$ cat src/design/rv_instr_pkg.sv
// instruction parcel and word types, 32-bit opcode mark for RISC-V encodings
package rv_instr_pkg;

    // ------------------------------
    // parcel and word types
    // ------------------------------

    // one 16-bit instruction parcel, the unit in which compressed code is laid out
    typedef logic [15:0] halfword_t;

    // one full 32-bit instruction word
    // the fetch word of the 32-bit fetch path uses the same type
    typedef logic [31:0] instr_t;

    // ------------------------------
    // length encoding
    // ------------------------------

    // the two low opcode bits of a parcel give the instruction length
    // 2'b11 opens a 32-bit instruction, anything else is a compressed one
    // longer encodings (48 bit and up) are not supported on this path
    localparam logic [1:0] RV32_LSB_MARK = 2'b11;

endpackage

$ cat src/design/realign_pkg.sv
// re-aligner state enum, decode and plan structs, slot-0 source enum, parcel widening
package realign_pkg;
    import rv_instr_pkg::*;

    // ------------------------------
    // straddle state
    // ------------------------------

    // STRADDLE means the lower half of a 32-bit instruction is held
    // and waits for its upper half in the next fetch word
    typedef enum logic {
        ALIGNED  = 1'b0,
        STRADDLE = 1'b1
    } realign_state_e;

    // ------------------------------
    // decode of one fetch word
    // ------------------------------

    // per-halfword length class plus the odd-halfword entry flag
    typedef struct packed {
        logic lo_compressed;
        logic hi_compressed;
        logic entry_upper;
    } decode_t;

    // ------------------------------
    // slot plan
    // ------------------------------

    // where the slot-0 instruction word comes from
    typedef enum logic [2:0] {
        SRC_WORD   = 3'd0,  // full fetch word at the fetch address
        SRC_LO_C   = 3'd1,  // low halfword, compressed
        SRC_HI_C   = 3'd2,  // upper halfword, compressed
        SRC_STITCH = 3'd3,  // low halfword joined above the held halfword
        SRC_NONE   = 3'd4   // nothing to issue from slot 0
    } slot0_src_e;

    // capture_hi asks for the upper halfword and its address to be held
    typedef struct packed {
        slot0_src_e slot0_src;
        logic       slot1_valid;
        logic       capture_hi;
    } plan_t;

    // a compressed parcel is handed on as a 32-bit word with zero upper bits
    function automatic instr_t zext_half(halfword_t half);
        return {16'b0, half};
    endfunction

endpackage

$ cat src/design/parcel_decode.sv
// parcel_decode module: compressed test of both halfwords and unaligned-entry flag
`timescale 1ns/100ps

module parcel_decode
    import rv_instr_pkg::*;
    import realign_pkg::*;
(
    input  instr_t  data_i,
    input  logic    entry_upper_i,
    output decode_t dec_o
);

    // ------------------------------
    // parcel split
    // ------------------------------

    // the fetch word is little endian, so the parcel at the lower address
    // sits in bits 15:0
    halfword_t lo_half;
    halfword_t hi_half;

    assign lo_half = data_i[15:0];
    assign hi_half = data_i[31:16];

    // ------------------------------
    // length class
    // ------------------------------

    // a parcel whose low bits differ from the 32-bit mark is a complete
    // compressed instruction on its own
    // this is also applied to parcels that are really the upper half of a
    // straddling instruction, the execute stage decides which result counts
    logic lo_is_c;
    logic hi_is_c;

    assign lo_is_c = (lo_half[1:0] != RV32_LSB_MARK);
    assign hi_is_c = (hi_half[1:0] != RV32_LSB_MARK);

    // entry at an odd halfword comes from bit 1 of the fetch address,
    // typically a branch or jump target
    always_comb begin : pack_decode
        dec_o.lo_compressed = lo_is_c;
        dec_o.hi_compressed = hi_is_c;
        dec_o.entry_upper   = entry_upper_i;
    end

endmodule

$ cat src/design/realign_execute.sv
// realign_execute module: straddle FSM, held halfword and address, slot plan selection
`timescale 1ns/100ps

module realign_execute
    import rv_instr_pkg::*;
    import realign_pkg::*;
#(
    parameter int ADDR_WIDTH = 32
) (
    input  logic                  clk_i,
    input  logic                  rst_ni,
    input  logic                  flush_i,
    input  logic                  valid_i,
    input  logic [ADDR_WIDTH-1:0] address_i,
    input  halfword_t             hi_half_i,
    input  decode_t               dec_i,
    output plan_t                 plan_o,
    output halfword_t             held_half_o,
    output logic [ADDR_WIDTH-1:0] held_addr_o,
    output logic                  serving_unaligned_o
);

    realign_state_e        state_q;
    realign_state_e        state_d;
    halfword_t             held_half_q;
    logic [ADDR_WIDTH-1:0] held_addr_q;
    logic [ADDR_WIDTH-1:0] hi_addr;

    // address of the upper halfword of this fetch word
    // for an odd entry this is the fetch address itself
    assign hi_addr = {address_i[ADDR_WIDTH-1:2], 1'b1, address_i[0]};

    // ------------------------------
    // plan selection
    // ------------------------------

    always_comb begin : plan_select
        plan_o.slot0_src   = SRC_NONE;
        plan_o.slot1_valid = 1'b0;
        plan_o.capture_hi  = 1'b0;
        state_d            = state_q;

        if (dec_i.entry_upper) begin
            // on odd entry the low halfword is not part of the stream
            // and any halfword still held belongs to the old path and is dropped
            if (dec_i.hi_compressed) begin
                plan_o.slot0_src = SRC_HI_C;
                state_d          = ALIGNED;
            end else begin
                // only the lower half of the target is here and the rest
                // arrives with the next fetch word
                plan_o.capture_hi = 1'b1;
                state_d           = STRADDLE;
            end
        end else if ((state_q == STRADDLE) || dec_i.lo_compressed) begin
            // slot 0 takes the low halfword, either completing the held
            // instruction or as a compressed one of its own
            if (state_q == STRADDLE) begin
                plan_o.slot0_src = SRC_STITCH;
            end else begin
                plan_o.slot0_src = SRC_LO_C;
            end

            // the upper halfword then opens a new instruction
            if (dec_i.hi_compressed) begin
                plan_o.slot1_valid = 1'b1;
                state_d            = ALIGNED;
            end else begin
                plan_o.capture_hi = 1'b1;
                state_d           = STRADDLE;
            end
        end else begin
            // plain 32-bit instruction filling the whole word
            plan_o.slot0_src = SRC_WORD;
            state_d          = ALIGNED;
        end
    end

    // ------------------------------
    // state and held parcel
    // ------------------------------

    // flush wins over a fetch in the same cycle
    always_ff @(posedge clk_i or negedge rst_ni) begin : state_reg
        if (!rst_ni) begin
            state_q <= ALIGNED;
        end else if (flush_i) begin
            state_q <= ALIGNED;
        end else if (valid_i) begin
            state_q <= state_d;
        end
    end

    // the upper halfword and its address are taken whenever the plan captures them
    always_ff @(posedge clk_i or negedge rst_ni) begin : held_reg
        if (!rst_ni) begin
            held_half_q <= '0;
            held_addr_q <= '0;
        end else if (valid_i && plan_o.capture_hi) begin
            held_half_q <= hi_half_i;
            held_addr_q <= hi_addr;
        end
    end

    assign held_half_o         = held_half_q;
    assign held_addr_o         = held_addr_q;
    assign serving_unaligned_o = (state_q == STRADDLE);

endmodule

$ cat src/design/slot_result.sv
// slot_result module: instruction words, addresses and valids of the two output slots
`timescale 1ns/100ps

module slot_result
    import rv_instr_pkg::*;
    import realign_pkg::*;
#(
    parameter int ADDR_WIDTH = 32
) (
    input  logic                       valid_i,
    input  logic [ADDR_WIDTH-1:0]      address_i,
    input  instr_t                     data_i,
    input  plan_t                      plan_i,
    input  halfword_t                  held_half_i,
    input  logic [ADDR_WIDTH-1:0]      held_addr_i,
    output logic [1:0]                 valid_o,
    output instr_t [1:0]               instr_o,
    output logic [1:0][ADDR_WIDTH-1:0] addr_o
);

    halfword_t lo_half;
    halfword_t hi_half;

    assign lo_half = data_i[15:0];
    assign hi_half = data_i[31:16];

    // ------------------------------
    // slot 0
    // ------------------------------

    always_comb begin : slot0_mux
        // every source except the stitch issues at the fetch address
        addr_o[0] = address_i;

        case (plan_i.slot0_src)
            SRC_WORD: begin
                instr_o[0] = data_i;
            end
            SRC_LO_C: begin
                instr_o[0] = zext_half(lo_half);
            end
            SRC_HI_C: begin
                // odd entry, the fetch address already points at the upper halfword
                instr_o[0] = zext_half(hi_half);
            end
            SRC_STITCH: begin
                // held lower half below, the new low halfword on top,
                // issued where the instruction started
                instr_o[0] = {lo_half, held_half_i};
                addr_o[0]  = held_addr_i;
            end
            default: begin
                instr_o[0] = '0;
            end
        endcase
    end

    // ------------------------------
    // slot 1
    // ------------------------------

    // slot 1 only ever carries a compressed upper halfword
    assign instr_o[1] = zext_half(hi_half);
    assign addr_o[1]  = {address_i[ADDR_WIDTH-1:2], 1'b1, address_i[0]};

    // ------------------------------
    // valids
    // ------------------------------

    // nothing issues without a fetch word, whatever the plan says
    assign valid_o[0] = valid_i && (plan_i.slot0_src != SRC_NONE);
    assign valid_o[1] = valid_i && plan_i.slot1_valid;

endmodule

$ cat src/design/instr_realign_top.sv
// instr_realign_top module: parcel decode, straddle execute and slot result wired together
`timescale 1ns/100ps

module instr_realign_top
    import rv_instr_pkg::*;
    import realign_pkg::*;
#(
    parameter int ADDR_WIDTH = 32
) (
    input  logic                       clk_i,
    input  logic                       rst_ni,
    input  logic                       flush_i,
    input  logic                       valid_i,
    input  logic [ADDR_WIDTH-1:0]      address_i,
    input  instr_t                     data_i,
    output logic [1:0]                 valid_o,
    output instr_t [1:0]               instr_o,
    output logic [1:0][ADDR_WIDTH-1:0] addr_o,
    output logic                       serving_unaligned_o
);

    decode_t               dec;
    plan_t                 plan;
    halfword_t             held_half;
    logic [ADDR_WIDTH-1:0] held_addr;

    // ------------------------------
    // decode
    // ------------------------------

    // bit 1 of the fetch address marks entry at the upper halfword
    parcel_decode decode0 (
        .data_i        (data_i),
        .entry_upper_i (address_i[1]),
        .dec_o         (dec)
    );

    // ------------------------------
    // execute
    // ------------------------------

    // only the upper halfword can ever be held across fetch words
    realign_execute #(
        .ADDR_WIDTH (ADDR_WIDTH)
    ) execute0 (
        .clk_i               (clk_i),
        .rst_ni              (rst_ni),
        .flush_i             (flush_i),
        .valid_i             (valid_i),
        .address_i           (address_i),
        .hi_half_i           (data_i[31:16]),
        .dec_i               (dec),
        .plan_o              (plan),
        .held_half_o         (held_half),
        .held_addr_o         (held_addr),
        .serving_unaligned_o (serving_unaligned_o)
    );

    // ------------------------------
    // result
    // ------------------------------

    slot_result #(
        .ADDR_WIDTH (ADDR_WIDTH)
    ) result0 (
        .valid_i     (valid_i),
        .address_i   (address_i),
        .data_i      (data_i),
        .plan_i      (plan),
        .held_half_i (held_half),
        .held_addr_i (held_addr),
        .valid_o     (valid_o),
        .instr_o     (instr_o),
        .addr_o      (addr_o)
    );

endmodule

$ cat config.mk
export PLATFORM = sky130hd
export DESIGN_NAME = instr_realign_top
export DESIGN_NICKNAME = d
export VERILOG_FILES = /design/src/design/rv_instr_pkg.sv /design/src/design/realign_pkg.sv /design/src/design/parcel_decode.sv /design/src/design/realign_execute.sv /design/src/design/slot_result.sv /design/src/design/instr_realign_top.sv
export SDC_FILE = /design/constraint.sdc
export NUM_CORES = 1
export LEC_CHECK = 0
export ABC_AREA = 1
export BUFFER_PORTS_ARGS = -buffer_cell sky130_fd_sc_hd__buf_2
export CORE_MARGIN = 10
export CORE_UTILIZATION = 44
export DETAILED_ROUTE_END_ITERATION = 8
export PLACE_DENSITY_LB_ADDON = 0.2
export SLEW_MARGIN = 40
export SYNTH_ARGS = -nofsm -noshare
export SYNTH_HDL_FRONTEND = slang
export SYNTH_SLANG_ARGS = --single-unit
$ cat constraint.sdc
create_clock -name clk_i -period 1.7 [get_ports clk_i]
set_input_delay 0.34 -clock clk_i [delete_from_list [all_inputs] [get_ports clk_i]]
set_output_delay 0.34 -clock clk_i [all_outputs]
set_load 0.005 [all_outputs]
# Word level (Yosys, flattened, before mapping)
# Index checks and enable logic that the tools add are counted.
# word_totals
ff_bits,49
inputBits,68
output_inout_bits,131
# op_classes
eq_ne,6
n_mux,15
n_reduce_logical,6
# ops
op,count
32-bit case mux with 4 select lines,1
32-bit two-way mux,1
1-bit two-way mux,8
"3-bit by 2-bit equality test with 1-bit output, second input constant",2
2-bit two-way mux,3
3-bit two-way mux,2
"2-bit != test, second input constant",2
"3-bit by 1-bit equality test with 1-bit output, second input constant",1
1-bit logical AND,3
3-bit logical NOT,1
"3-bit != test, second input constant",1
2-bit nonzero test,1
1-bit logical OR,1

# Longest topological paths before layout
# depth
depth_word,6
mapped_depth,8

# Hierarchy
# A second synthesis with hierarchy kept.
# hier_totals
cells_unflattened,618
area_unflattened_um2,3963.8
# by_module_without_submodules
module,instances,cells_per_inst,area_per_inst_um2,seq_area_each_um2
realign_execute,1,230,2083.2,1226.2
slot_result,1,383,1850.5,0.0
parcel_decode,1,5,30.0,0.0

# Least setup slack after synthesis
# OpenSTA, ideal clock, no wires.
# synth_path
kind,flip-flop to output port
startpoint,reg execute0.state_q (netlist: execute0.serving_unaligned_o)
endpoint,out addr_o[0] in the netlist's numbering
arrival_time_ns,1.093
required_time_ns,1.360
path_slack_ns,0.267
path_stages_with_launch,6
cell_sequence,dfrtp_1 > inv_2 > nor2_4 > clkbuf_1 > nand2_1 > nand2_1
# synth_rtl
element,line_no,source
start: declaration,realign_execute.sv:23,realign_state_e state_q;
start signal: assignment,realign_execute.sv:90,state_q <= state_d;
end: declaration,instr_realign_top.sv:18,"output logic [1:0][ADDR_WIDTH-1:0] addr_o,"

==> results.md <==
Run status:
- The flow ran to the end, but the final reports show violations.
- The checks that failed: setup timing.

STA:
- The hold violation total from the final report was 0.
- The final clock skew is 10.8 ps.
- The headroom to the max-slew limit is 57.4%.
- The fmax is 522 MHz.
- For the pin with the worst max-slew slack, the measured transition is 640 ps.
- On the final layout, the worst hold slack is 131 ps.
- Setup violations remaining at the end of the flow were counted as 63.
- The count of final max-slew check failures is 0.
- For the finished layout, the period the worst path requires is 1920 ps.
- In the post-route analysis, the smallest setup slack over all paths is -215 ps.
- The final worst-path cycle share is 113%.
- Setup repair after global routing could not meet its margin everywhere.

Logic synthesis:
- A synthesized cell averages 6.79 um2.
- Yosys attributes the largest share of cell area to sky130_fd_sc_hd__dfrtp_1, sky130_fd_sc_hd__nand2_1, sky130_fd_sc_hd__buf_4, sky130_fd_sc_hd__nand3_1, sky130_fd_sc_hd__o211ai_1.
- The synthesized netlist occupies a cell area of 3340 um2.
- The number of synthesized register bits is 49.
- Summed over all instances, the cell type with the most area after synthesis is sky130_fd_sc_hd__dfrtp_1.
- The portion of synthesized cell area occupied by the leading cell type is 36.8%.
- The synthesized design contains 0 enable-type register cells.
- Counting instances in the post-synthesis netlist gives the leading cell types as sky130_fd_sc_hd__nand2_1, sky130_fd_sc_hd__buf_4, sky130_fd_sc_hd__dfrtp_1.
- Sequential cells were found to cover 36.8% of the synthesized design area.
- In the synthesized netlist the dominant register cell turns out to be sky130_fd_sc_hd__dfrtp_1.
- The number of warnings issued by yosys is 0.
- In the post-synthesis netlist, the cell with the most instances is sky130_fd_sc_hd__nand2_1.
- The synthesized instance count is 491.
- The fraction of registers with async set or reset after synthesis is 100%.
- Yosys mapped the design onto 16 distinct sky130hd cell types.

Global route:
- The initial antenna violation count is 1.
- The remaining global-route overflow is 0.
- The first global-routing pass estimated 17.7 mm of wire.
- The number of global-route vias before repair is 3502.
- For this run, the total global-route usage over all layers was measured as 18.5%.
- The largest net degree at the start of global routing is 50.

Clocking:
- The cell at the root of the clock tree is sky130_fd_sc_hd__clkbuf_8.
- The CTS sink count is 49.
- Clock-pin slew was measured on the worst setup and hold paths at 90 ps.
- TritonCTS built the clock tree.
- The number of clock buffers added by TritonCTS is 5.
- The H-tree generated during clock tree synthesis spans 2 levels.
- The maximum clock insertion buffer count is 2.
- The later pin in the worst-skew pair is clocked with a latency of 300 ps.

Place:
- Once placement completed, the tool counted placed cells totaling 710.
- The placed wire-length estimate after detailed placement is 8.25 mm.
- Routability-driven placement finished with a final weighted congestion of 0.843.
- Timing analysis after detailed placement gives a worst setup slack of 52.6 ps.
- The count of buffers inserted at the top-level ports is 181.

Run:
- The tool flagged a number of max-cap violations equal to 0.

Floorplan:
- The die width is 107 um.
- The core area is 7330 um2.
- The die covers 11500 um2.
- The number of placement rows is 31.
- The die boundary height is 107 um.
- The I/O pin count is 199.
- The starting density of the core is 45.5%.

Final layout:
- The post-route netlist has 44.0% of its cells at a drive strength greater than 1.
- The number of nets in the layout is 699.
- The antenna cell count is 0.
- The non-filler instance count after layout is 731.
- The relative area change from synthesis to final layout is 37.8%.

Critical path:
- The sort of element at the end of the critical path is an output port.
- The worst register-to-register path has a setup slack of 180 ps.
- For the worst setup path, the data required time is 1360 ps.
- The data arrival time of the critical path is 1580 ps.
- In this run the worst path has a maximum fanout of 4.
- The critical setup path kind is reg2out.
- The critical path launch point type is a register.

Power and ir drop:
- The static leakage is 2.81 nW.
- The worst-case vdd ir drop is 0.000338 V.
- The total power density per cell area is 668 nW/um2.

Route:
- The first routing iteration left 202 violations.
- The via total after detailed routing is 3533.
- The detailed-routing iteration count for the pre-antenna-repair pass is 4.
- After detailed routing, the average wire length per cell comes to 16.0 um.
- Dividing the detail-routed via count by the number of cells gives 4.83.
- The final routed wirelength across all metal layers is 11.7 mm.
- After detailed routing, the number of remaining DRC violations is 0.
- The count of nets left with antenna violations once routing finished came out at 0.

Worst hold path:
- The worst hold path belongs to the class in2async.
[critical path: stages, from the launching register on]
cell	delay [ps]
sky130_fd_sc_hd__dfrtp_2	430
sky130_fd_sc_hd__inv_2	70
sky130_fd_sc_hd__nor2_4	180
sky130_fd_sc_hd__buf_12	170
sky130_fd_sc_hd__clkbuf_16	140
sky130_fd_sc_hd__nand2_2	40
sky130_fd_sc_hd__o211ai_1	90
sky130_fd_sc_hd__buf_2	160
[report_power, final]
| part | internal, mW | switching (mW) |
|---|---|---|
| logic | 0.360 | 0.450 |
| clock network | 0.368 | 0.382 |
| registers | 1.35 | 0.155 |
[sequential cells by signal, indices dropped and copies added, names as in the netlist]
signal,cells
execute0.held_half_o,16
execute0.serving_unaligned_o,1
execute0.held_addr_o,32
[cell type report]
type,instances,area [um2]
Multi-Input combinational cell,342,1720
Inverter,25,106
Clock buffer,7,96.3
Clock inverter,1,5.00
Timing Repair Buffer,208,1320
Fill cell,676,2740
Tap cell,99,124
Sequential cell,49,1230
[routing by layer]
layer  share of wire [%]  routed length [um]  global-route usage, %  up-vias
met5                0.11                  13                      0        -
met4                0.98                 114                   4.64        2
met3                 8.6                1010                   5.69       12
met2                  52                6090                   33.9      138
met1                  38                4460                   20.0     1648
li1                    -                   -                      -     1733
[final timing paths]
kind	from	end	cells after the start
min	rst_ni	execute0.held_half_o[11]	2
max in group asynchronous	rst_ni	execute0.held_addr_o[2]	2
min in group clk_i	flush_i	execute0.serving_unaligned_o	2
max	execute0.serving_unaligned_o	instr_o[10]	7
min reg2reg	execute0.held_addr_o[1]	execute0.held_addr_o[1]	2
max reg2reg	execute0.serving_unaligned_o	execute0.serving_unaligned_o	6
[cell usage in the layout (no fill, tap or decap), types with 3 or more instances in the layout]
master	n
sky130_fd_sc_hd__nand2_1	187
sky130_fd_sc_hd__buf_2	175
sky130_fd_sc_hd__dfrtp_1	48
sky130_fd_sc_hd__nand3_1	46
sky130_fd_sc_hd__nand2_2	30
sky130_fd_sc_hd__inv_1	23
sky130_fd_sc_hd__nand2_4	22
sky130_fd_sc_hd__conb_1	17
sky130_fd_sc_hd__o211ai_1	16
sky130_fd_sc_hd__buf_4	14
sky130_fd_sc_hd__o21ai_1	12
sky130_fd_sc_hd__buf_6	9
sky130_fd_sc_hd__clkbuf_8	7
sky130_fd_sc_hd__buf_12	4
sky130_fd_sc_hd__nor2_4	3
sky130_fd_sc_hd__o21ai_0	3
sky130_fd_sc_hd__o21ai_2	3
sky130_fd_sc_hd__buf_16	3
sky130_fd_sc_hd__clkbuf_16	3
[kinds of logic (layout without fill, tap and decap cells)]
family / Yosys count / count (layout) / synth area share [%]
buffers and inverters: 115 / 241 / 21.2
AO/OA/AOI/OAI: 36 / 36 / 6.60
AND/OR/NAND/NOR: 289 / 289 / 35.2
other: 2 / 17 / 0.225
flip-flops: 49 / 49 / 36.8
[metrics by stage]
| stage | instance area, um2 | utilization (%) | TNS [ps] | total power, mW |
|---|---|---|---|---|
| floorplan | 3390 | - | 0 | 1.91 |
| global placement | 3950 | 53.9 | 0 | 2.19 |
| detailed placement | 3950 | 53.9 | 0 | 2.21 |
| CTS | 4220 | 57.5 | -8650 | 2.99 |
| global route | 4600 | 62.7 | -14930 | 3.28 |
| finish | 4600 | 62.7 | -10520 | 3.07 |
[timing repair]
item | in CTS | in global routing
setup endpoints to repair | 63 | 64
gates resized for setup | 14 | 98
pin swaps | 0 | 29
setup buffers | 5 | 3
hold buffers | 0 | 0
gates cloned | 3 | 3
No activity file was read; power rests on OpenSTA's default activity.
